===== src/gfx_pkg.sv =====
/* shared geometry, types and palette for the line drawing subsystem
   geometry is fixed here, modules take no parameters */
package gfx_pkg;

    localparam int h_active = 128;  // visible pixels per line
    localparam int h_front  = 4;
    localparam int h_sync   = 8;
    localparam int h_back   = 12;
    localparam int h_total  = h_active + h_front + h_sync + h_back;  // 152

    localparam int v_active = 96;  // visible lines per frame
    localparam int v_front  = 2;
    localparam int v_sync   = 2;
    localparam int v_back   = 4;
    localparam int v_total  = v_active + v_front + v_sync + v_back;  // 104

    localparam int fb_width  = 64;
    localparam int fb_height = 48;
    localparam int fb_scale  = 2;  // screen pixels per fb pixel, both axes

    typedef logic signed [8:0] scr_coord_t;  // screen coordinate
    typedef logic [6:0]        fb_coord_t;   // framebuffer coordinate
    typedef logic [11:0]       fb_adr_t;     // row * 64 + column
    typedef logic [3:0]        cidx_t;       // colour index
    typedef logic [3:0]        chan_t;       // one colour channel

    typedef struct packed {
        chan_t red;
        chan_t green;
        chan_t blue;
    } rgb_t;

    typedef struct packed {
        logic    cyc;
        logic    stb;
        logic    we;
        fb_adr_t adr;
        cidx_t   dat;
    } wb_req_t;  // wishbone classic master request

    typedef struct packed {
        fb_coord_t x0;
        fb_coord_t y0;
        fb_coord_t x1;
        fb_coord_t y1;
        cidx_t     cidx;
    } line_cmd_t;

    typedef enum logic [1:0] {seq_idle, seq_clear, seq_ready, seq_draw} seq_state_t;
    typedef enum logic [1:0] {ln_idle, ln_init, ln_walk, ln_done} line_state_t;

    function automatic fb_adr_t fb_addr(fb_coord_t x, fb_coord_t y);
        return fb_adr_t'(y) * fb_adr_t'(fb_width) + fb_adr_t'(x);
    endfunction

    function automatic rgb_t palette(cidx_t cidx);
        case (cidx)
            4'h0:    return 12'h000;  // black
            4'h1:    return 12'h124;  // navy
            4'h2:    return 12'h724;  // plum
            4'h3:    return 12'h085;  // teal
            4'h4:    return 12'ha53;  // brown
            4'h5:    return 12'h655;  // slate
            4'h6:    return 12'hccc;  // light grey
            4'h7:    return 12'hfef;  // off white
            4'h8:    return 12'hf05;  // red
            4'h9:    return 12'hfa0;  // orange
            4'ha:    return 12'hfe2;  // yellow
            4'hb:    return 12'h0e3;  // green
            4'hc:    return 12'h2af;  // sky blue
            4'hd:    return 12'h879;  // lavender grey
            4'he:    return 12'hf7a;  // pink
            default: return 12'hfff;  // white
        endcase
    endfunction

endpackage

===== src/fb_arbiter.sv =====
/* two wishbone masters onto one write port, clearer wins
   grant moves only while the current owner has cyc low */
`timescale 1ns/10ps

module fb_arbiter (
    input  logic             clk_pix,
    input  logic             rst_n,
    input  gfx_pkg::wb_req_t req_clear,
    output logic             ack_clear,
    input  gfx_pkg::wb_req_t req_line,
    output logic             ack_line,
    output gfx_pkg::wb_req_t req_fb,
    input  logic             ack_fb
);
    import gfx_pkg::*;

    logic gnt_line;  // 0 grants the clearer
    logic own_cyc;   // granted master is mid cycle

    assign own_cyc = gnt_line ? req_line.cyc : req_clear.cyc;

    always_ff @(posedge clk_pix or negedge rst_n) begin
        if (!rst_n) begin
            gnt_line <= 1'b0;
        end else if (!own_cyc) begin
            if (req_clear.cyc) begin
                gnt_line <= 1'b0;  // priority to the clearer
            end else if (req_line.cyc) begin
                gnt_line <= 1'b1;
            end
        end
    end

    always_comb begin
        req_fb    = gnt_line ? req_line : req_clear;
        ack_clear = ack_fb && !gnt_line;  // ack only to the owner
        ack_line  = ack_fb && gnt_line;
    end

endmodule


===== config.mk =====
export PLATFORM = sky130hd
export DESIGN_NAME = fb_arbiter
export DESIGN_NICKNAME = d
export VERILOG_FILES = /design/src/gfx_pkg.sv /design/src/fb_arbiter.sv
export SDC_FILE = /design/constraint.sdc
export NUM_CORES = 1
export LEC_CHECK = 0
export ABC_AREA = 1
export BUFFER_PORTS_ARGS = -buffer_cell sky130_fd_sc_hd__buf_2
export CORE_UTILIZATION = 21
export CTS_CLUSTER_DIAMETER = 80
export DETAILED_ROUTE_END_ITERATION = 8
export GPL_ROUTABILITY_DRIVEN = 0
export PLACE_DENSITY_LB_ADDON = 0.1
export REMOVE_ABC_BUFFERS = 1
export SLEW_MARGIN = 20
export SYNTH_ARGS = -nofsm -noshare
export SYNTH_HDL_FRONTEND = slang
export SYNTH_SLANG_ARGS = --single-unit

===== constraint.sdc =====
create_clock -name clk_pix -period 0.98 [get_ports clk_pix]
set_input_delay 0.294 -clock clk_pix [delete_from_list [all_inputs] [get_ports clk_pix]]
set_output_delay 0.294 -clock clk_pix [all_outputs]
set_load 0.01 [all_outputs]

==> metrics.txt, run 1 <==
post-route setup slack -0.165 ns; Slew Limit Fails 0; Slowest cell on crit path dfrtp_1; Final Cell Area between 600 and 700 um^2; DR pass1 iterations 1; initial antenna violation count 0; WP depth 5; max-cap check violation count 0; failing checks negative setup slack; critical path type reg -> out; Synth Cell Area between 200 and 300 um^2; WP buf/inv 3; wire length per cell 7.50 um; largest net degree at the start of global routing 18; Die X around 40 um; fin cells 147; Initial Util 0.226; Hold-fix buffers, CTS 0; Leak 0.491 nW; slew margin rel. 0.887; number of flip-flops in the largest register 1; # rows 13; Initial DRC Count 0; Cells after DPL roughly 150; RSZ-0062 raised after global routing yes; crit-path max FO 9; status finished, violations left; Syn Inst Count 70; antenna diode count 0; most common cell after layout, fill and taps aside buf_2; reg2reg end gnt_line; crit path capture type output port; Synth Register Bits 1; library cells used by synthesis 9; startpoint types register; Die Footprint 0.00157 mm^2; IR drop worst, VDD around 0.0005 V; dpl cell area 647 um^2; Worst Tran Pin Value between 0.15 and 0.2 ns; final net count 175; Top reg by flops gnt_line; CP required 0.69 ns; Area Overhead vs Synth 129%; most frequent cells in the layout 59 x buf_2, 56 x nand2_1, 4 x buf_6; Worst R2R Path Depth 4; Die Ht approximately 40 um; Largest regs gnt_line x1; CP most frequent cell nand2_1; Port Buffers 61; Seq/Total Area, Yosys 0.0840; core area 0.00132 mm^2; Worst Hold Class in -> async; syn_area_per_cell 4.25 um^2; Clock Pin Slew Worst Setup and Hold Paths 0 ns; Vias 594; FF-to-FF Start gnt_line; CP peak stage delay 0.40 ns; HPWL after DPL 947 um; Final Critical Period 1.14 ns; Power Total between 0.7 and 0.8 mW; Final period util 1.17; Pwr Density 1050 mW/mm^2; DRT antenna net count 0; crit path cell chain inv_2, buf_6, nand2_1, nand2_1, buf_2; CP delay by family, top flip-flops; GRT Residual Overflow 0; # IOs 62; share of cells above drive strength 1 0.530; worst-skew pair later-pin latency 0 ns; final hold vios 0; vias in the first global route approximately 420; final setup violation count 21; WL final 1100 um; final hold slack about 0.07 ns; R2R setup slack 0.13 ns; crit path DAT 0.85 ns; first-pass GRT wire length 1480 um; Via density between 4 and 5; FMAX 873 MHz; Yosys warnings 0; clk_skew 0 ns; GRT Resource Usage Total 0.129; Setup Fix Bufs, Post-CTS 0; DR DRC count 0
==> worst max-delay path by stage <==
stage	start	end
finish	gnt_line	req_fb[10]
global route	gnt_line	req_fb[6]
CTS	gnt_line	req_fb[6]
detailed placement	gnt_line	req_fb[6]
global placement	gnt_line	req_fb[2]
floorplan	gnt_line	req_fb[0]
==> where the power goes <==
group	switching, mW	internal, mW	total, mW
sequential	0.0116	0.0501	0.0617
combinational	0.337	0.320	0.657
clock	0	0	0
total	0.349	0.370	0.719
==> cells by family (layout without fill, tap and decap cells) <==
kind of cell	count (synthesis)	in the layout	synth area share
simple gates	59	59	0.748
compound gates	2	2	0.0336
buf+inv	8	70	0.134
flops	1	1	0.0840
==> routing by layer <==
| metal | vias up | GRT usage | routed length (um) |
|---|---|---|---|
| li1 | 330 | - | - |
| met1 | 235 | 0.124 | 402 |
| met2 | 29 | 0.299 | 621 |
| met3 | 0 | 0 | 77 |
| met4 | 0 | 0 | 0 |
| met5 | - | 0 | 0 |
==> through the flow <==
step	setup slack (ns)	TNS (ns)	util
after floorplan	-0.352	-7.01	-
after detailed placement	-0.183	-3.44	0.491
after global routing	-0.253	-4.37	0.518
after global placement	-0.165	-3.13	0.491
final	-0.165	-3.13	0.518
after CTS	-0.168	-3.22	0.497
==> cells in the mapped netlist <==
cell type | instances | area share
nand3_1 | 1 | 0.017
o21ai_0 | 2 | 0.034
nor2_1 | 1 | 0.013
buf_2 | 2 | 0.034
inv_1 | 3 | 0.038
dfrtp_1 | 1 | 0.084
nand2_1 | 57 | 0.72
inv_2 | 1 | 0.013
buf_4 | 2 | 0.050
==> final cells by class <==
type | count | area (um^2)
tap | 15 | 18.8
sequential | 1 | 25.0
timing repair buffer | 66 | 375
inverter | 4 | 15.0
fill | 143 | 636
multi-input combinational | 61 | 248
==> what timing repair did <==
item | in CTS | in global routing
resized for setup | 2 | 8
endpoints found under the setup margin | 21 | 21
gates cloned | 0 | 0
Power figures use the tool's default switching activity.
==> inputs of run 2 (changes only) <==
PLACE_DENSITY = 0.73   (was default)
PLACE_DENSITY_LB_ADDON = default   (was 0.1)
==> metrics.txt, run 2 (synthesis results as in run 1) <==
DR DRC count 0 (unchanged); crit path capture type output port; number of flip-flops in the largest register 1 (unchanged); failing checks negative setup slack; largest net degree at the start of global routing 20 (+2); crit path cell chain buf_6, nand2_2, nand2_1, buf_2; antenna diode count 0 (unchanged); pre-CTS setup slack -0.227 ns (-0.0447 ns); Largest regs gnt_line x1; Worst Hold Class in -> async; RSZ-0062 raised after global routing yes; GRT Residual Overflow 0 (unchanged); Final period util 1.18 (+0.0102); Worst Tran Pin Value 0.203 ns (+0.0332 ns); Initial Util 0.226 (unchanged); Leak 0.497 nW (+1.3%); final setup violation count 21 (unchanged); Core Util, Final 0.550 (+0.0323); most common cell after layout, fill and taps aside buf_2; status finished, violations left; crit-path max FO 7 (-2); max-cap check violation count 0 (unchanged); filler cell count 152 (+6.3%); vias in the first global route 394 (-5.7%); final net count 175 (unchanged); Vias 614 (+3.4%); IR drop worst, VDD 0.000583 V (+16%); slew margin rel. 0.864 (-0.0221); share of cells above drive strength 1 0.667 (+0.136); Die X 39.7 um (unchanged); # rows 13 (unchanged); final hold vios 0 (unchanged); Port Buffers 61 (unchanged); WL final 1210 um (+9.7%); Power Total 0.777 mW (+8.1%); Top reg by flops gnt_line; Via density 4.18 (+3.4%); Pwr Density 1070 mW/mm^2 (+1.8%); critical path type reg -> out; worst-skew pair later-pin latency 0 ns (unchanged); GRT Resource Usage Total 0.133 (+0.00468); Setup Fix Bufs, Post-CTS 0 (unchanged); HPWL after DPL 897 um (-5.3%); wire length per cell 8.22 um (+9.7%); FMAX 866 MHz (-0.87%); Final Critical Period 1.15 ns (+0.0100 ns); clk_skew 0 ns (unchanged); Slowest cell on crit path dfrtp_2; first-pass GRT wire length 1520 um (+2.8%); crit path DAT 0.86 ns (about the same); Area Overhead vs Synth 143%; CP required 0.69 ns (about the same); Die Ht 39.7 um (unchanged); Clock Pin Slew Worst Setup and Hold Paths 0 ns (unchanged); DR pass1 iterations 2 (+1); most frequent cells in the layout 59 x buf_2, 39 x nand2_1, 17 x nand2_2; startpoint types register; post-route setup slack -0.175 ns (-0.0100 ns); Initial DRC Count 3 (+3); Die Footprint 0.00157 mm^2 (unchanged); Slew Limit Fails 0 (unchanged); core area 0.00132 mm^2 (unchanged); # IOs 62 (unchanged); CP peak stage delay 0.46 ns (+0.06 ns); initial antenna violation count 0 (unchanged); DRT antenna net count 0 (unchanged)
## run 2: cell type report
type                    instances  area [um^2]  area share
inverters                       4         22.5      0.0311
repair buffers                 66          370       0.511
well taps                      15         18.8      0.0259
multi-input cells              61          287       0.396
flip-flops and latches          1         26.3      0.0363
## run 2: repair_timing
action                                  4_1_cts  5_1_grt
endpoints found under the setup margin       21       21
resized for setup                            13       20
hold buffers                                  0        0
pin swaps                                     2       15
gates cloned                                  1        0
endpoints found under the hold margin         0        0
## run 2: layer usage
layer,share of wire,global-route usage
met2,0.53,0.262
met4,0,0
met1,0.38,0.168
met5,0,0
met3,0.095,0
## run 2: final timing paths
path                               from        end  slack, ns  depth (start not counted)
max                            gnt_line  req_fb[5]      -0.17                          4
min                               rst_n   gnt_line       0.07                          1
max reg2reg                    gnt_line   gnt_line       0.10                          3
min reg2reg                    gnt_line   gnt_line       0.71                          3
max in group asynchronous         rst_n   gnt_line       0.81                          1
min in group clk_pix       req_line[18]   gnt_line       0.57                          3
## run 2: critical path, delay by kind of cell, from the launching register on
family,cells,cell delay [ns]
buf+inv,2,0.30
flops,1,0.46
simple gates,2,0.10
## run 2: stage by stage
stage,instance area (um^2),TNS [ns],instances,hold WS (ns)
5_1_grt,724,-4.23,147,0.0736
4_1_cts,664,-3.07,147,0.0745
6_report,724,-3.33,147,0.0719
3_5_place_dp,627,-4.24,146,0.0742
2_1_floorplan,273,-7.01,66,-0.00159
3_3_place_gp,627,-3.99,146,0.0708
## run 2: power by group
part	switching [mW]	internal, mW	leakage, nW
logic	0.368	0.332	0.486
registers	0.0260	0.0517	0.0110
clock network	0	0	0
total	0.394	0.383	0.497
==> inputs of run 3 (changes only) <==
CORE_MARGIN = 2   (was default)
==> metrics.txt, run 3 (synthesis results as in run 1) <==
status finished, violations left; failing checks negative setup slack; max-cap check violation count 0 (unchanged); storage element area 26.3 um^2 (unchanged); share of cells above drive strength 1 0.545 (-0.121); most used routing layer met2; # rows 13 (unchanged); vias in the first global route 501 (+27%); critical path type reg -> out; GRT Residual Overflow 0 (unchanged); fin cells 147 (unchanged); final hold vios 0 (unchanged); Die X 41.7 um (+5.0%); DRT antenna net count 0 (unchanged); Final Critical Period 1.15 ns (-0.00832 ns); largest net degree at the start of global routing 20 (unchanged); clk_skew 0 ns (unchanged); final setup violation count 21 (unchanged); Area Overhead vs Synth 122%; crit path DAT 0.85 ns (about the same); RSZ-0062 raised after global routing yes; Core Util, Final 0.502 (-0.0475); DR pass1 iterations 4 (+2); Via density 4.09 (-2.1%); CP peak stage delay 0.45 ns (about the same); Multi-input gate area 244 um^2 (-15%); crit path cell chain buf_4, nand2_1, nand2_1, buf_2; slew margin rel. 0.878 (+0.0134); Worst Hold Class in -> async; DR DRC count 0 (unchanged); crit path capture type output port; crit-path max FO 5 (-2); FMAX 872 MHz (+0.73%); Cells after DPL 146 (unchanged); final net count 175 (unchanged); Top reg by flops gnt_line; Die Footprint 0.00174 mm^2 (+10%); Clock Pin Slew Worst Setup and Hold Paths 0 ns (unchanged); core area 0.00132 mm^2 (unchanged); post-route setup slack -0.167 ns (+0.00832 ns); Pwr Density 1040 mW/mm^2 (-2.6%); Leak 0.483 nW (-2.9%); worst-skew pair later-pin latency 0 ns (unchanged); Die Ht 41.7 um (+5.0%); Final period util 1.17 (-0.00849); number of flip-flops in the largest register 1 (unchanged); M1 GR Usage 0.125 (-0.0428); Worst R2R Path Depth 3 (unchanged); Slowest cell on crit path dfrtp_2; startpoint types register; wire length per cell 7.84 um (-4.6%); IR drop worst, VDD 0.000578 V (-0.84%); CP most frequent cell nand2_1; WL final 1150 um (-4.6%); first-pass GRT wire length 1810 um (+19%); # IOs 62 (unchanged); antenna diode count 0 (unchanged); Initial Util 0.226 (unchanged); met2 global-route usage 0.256 (-0.00605); Initial DRC Count 4 (+1); Setup Fix Bufs, Post-CTS 0 (unchanged); GRT Resource Usage Total 0.120 (-0.0137); CP required 0.69 ns (about the same); HPWL after DPL 984 um (+9.7%); Largest regs gnt_line x1; Vias 601 (-2.1%); Worst Tran Pin Value 0.183 ns (-0.0201 ns); initial antenna violation count 0 (unchanged); Port Buffers 61 (unchanged); filler cell count 154 (+1.3%); met3 GRT Util 0.0174 (+0.0174); most frequent cells in the layout 61 x buf_2, 54 x nand2_1, 3 x nand2_2, 3 x inv_1, 3 x buf_4; most common cell after layout, fill and taps aside buf_2; Slew Limit Fails 0 (unchanged)
-- run 3: cell counts in the layout (fill, tap and decap cells not counted) --
Identical to the previous run, type by type.
-- run 3: power breakdown --
| part | internal (mW) | switching (mW) |
|---|---|---|
| Sequential | 0.0518 | 0.0229 |
| Clock | 0 | 0 |
| Combinational | 0.290 | 0.327 |
-- run 3: final timing paths --
kind | from | slack (ns) | to
max | gnt_line | -0.17 | req_fb[13]
min | rst_n | 0.07 | gnt_line
max reg2reg | gnt_line | 0.10 | gnt_line
min reg2reg | gnt_line | 0.70 | gnt_line
max in group asynchronous | rst_n | 0.82 | gnt_line
min in group clk_pix | req_line[18] | 0.58 | gnt_line
-- run 3: timing repair --
item,4_1_cts,5_1_grt
gates cloned,1,0
hold buffers,0,0
pin swaps,1,0
gates resized for setup,7,5
setup endpoints to repair,21,21
-- run 3: area by class of cell --
| cell class | instances | share of cell area |
|---|---|---|
| inverters | 4 | 0.0340 |
| multi-input cells | 61 | 0.369 |
| flip-flops and latches | 1 | 0.0397 |
| well taps | 15 | 0.0284 |
| repair buffers | 66 | 0.529 |
-- run 3: metrics by stage --
step | setup slack, ns | setup TNS, ns | total power, mW | area [um^2] | hold WS, ns
3_3_place_gp | -0.211 | -4.04 | 0.633 | 627 | 0.0693
2_1_floorplan | -0.352 | -7.01 | 0.349 | 273 | -0.00159
3_5_place_dp | -0.240 | -4.46 | 0.644 | 627 | 0.0696
5_1_grt | -0.206 | -4.02 | 0.768 | 662 | 0.0744
4_1_cts | -0.158 | -3.08 | 0.685 | 648 | 0.0699
6_report | -0.167 | -3.22 | 0.691 | 662 | 0.0689
-- run 3: critical path, delay by kind of cell (launching register included) --
kind	cells	cell delay, ns
flip-flops	1	0.45
buffers and inverters	2	0.31
AND/OR/NAND/NOR	2	0.09
-- run 3: layer usage --
layer,vias to the layer above,wire length [um]
li1,331,-
met4,0,0
met2,33,607
met1,237,414
met3,0,131
met5,-,0
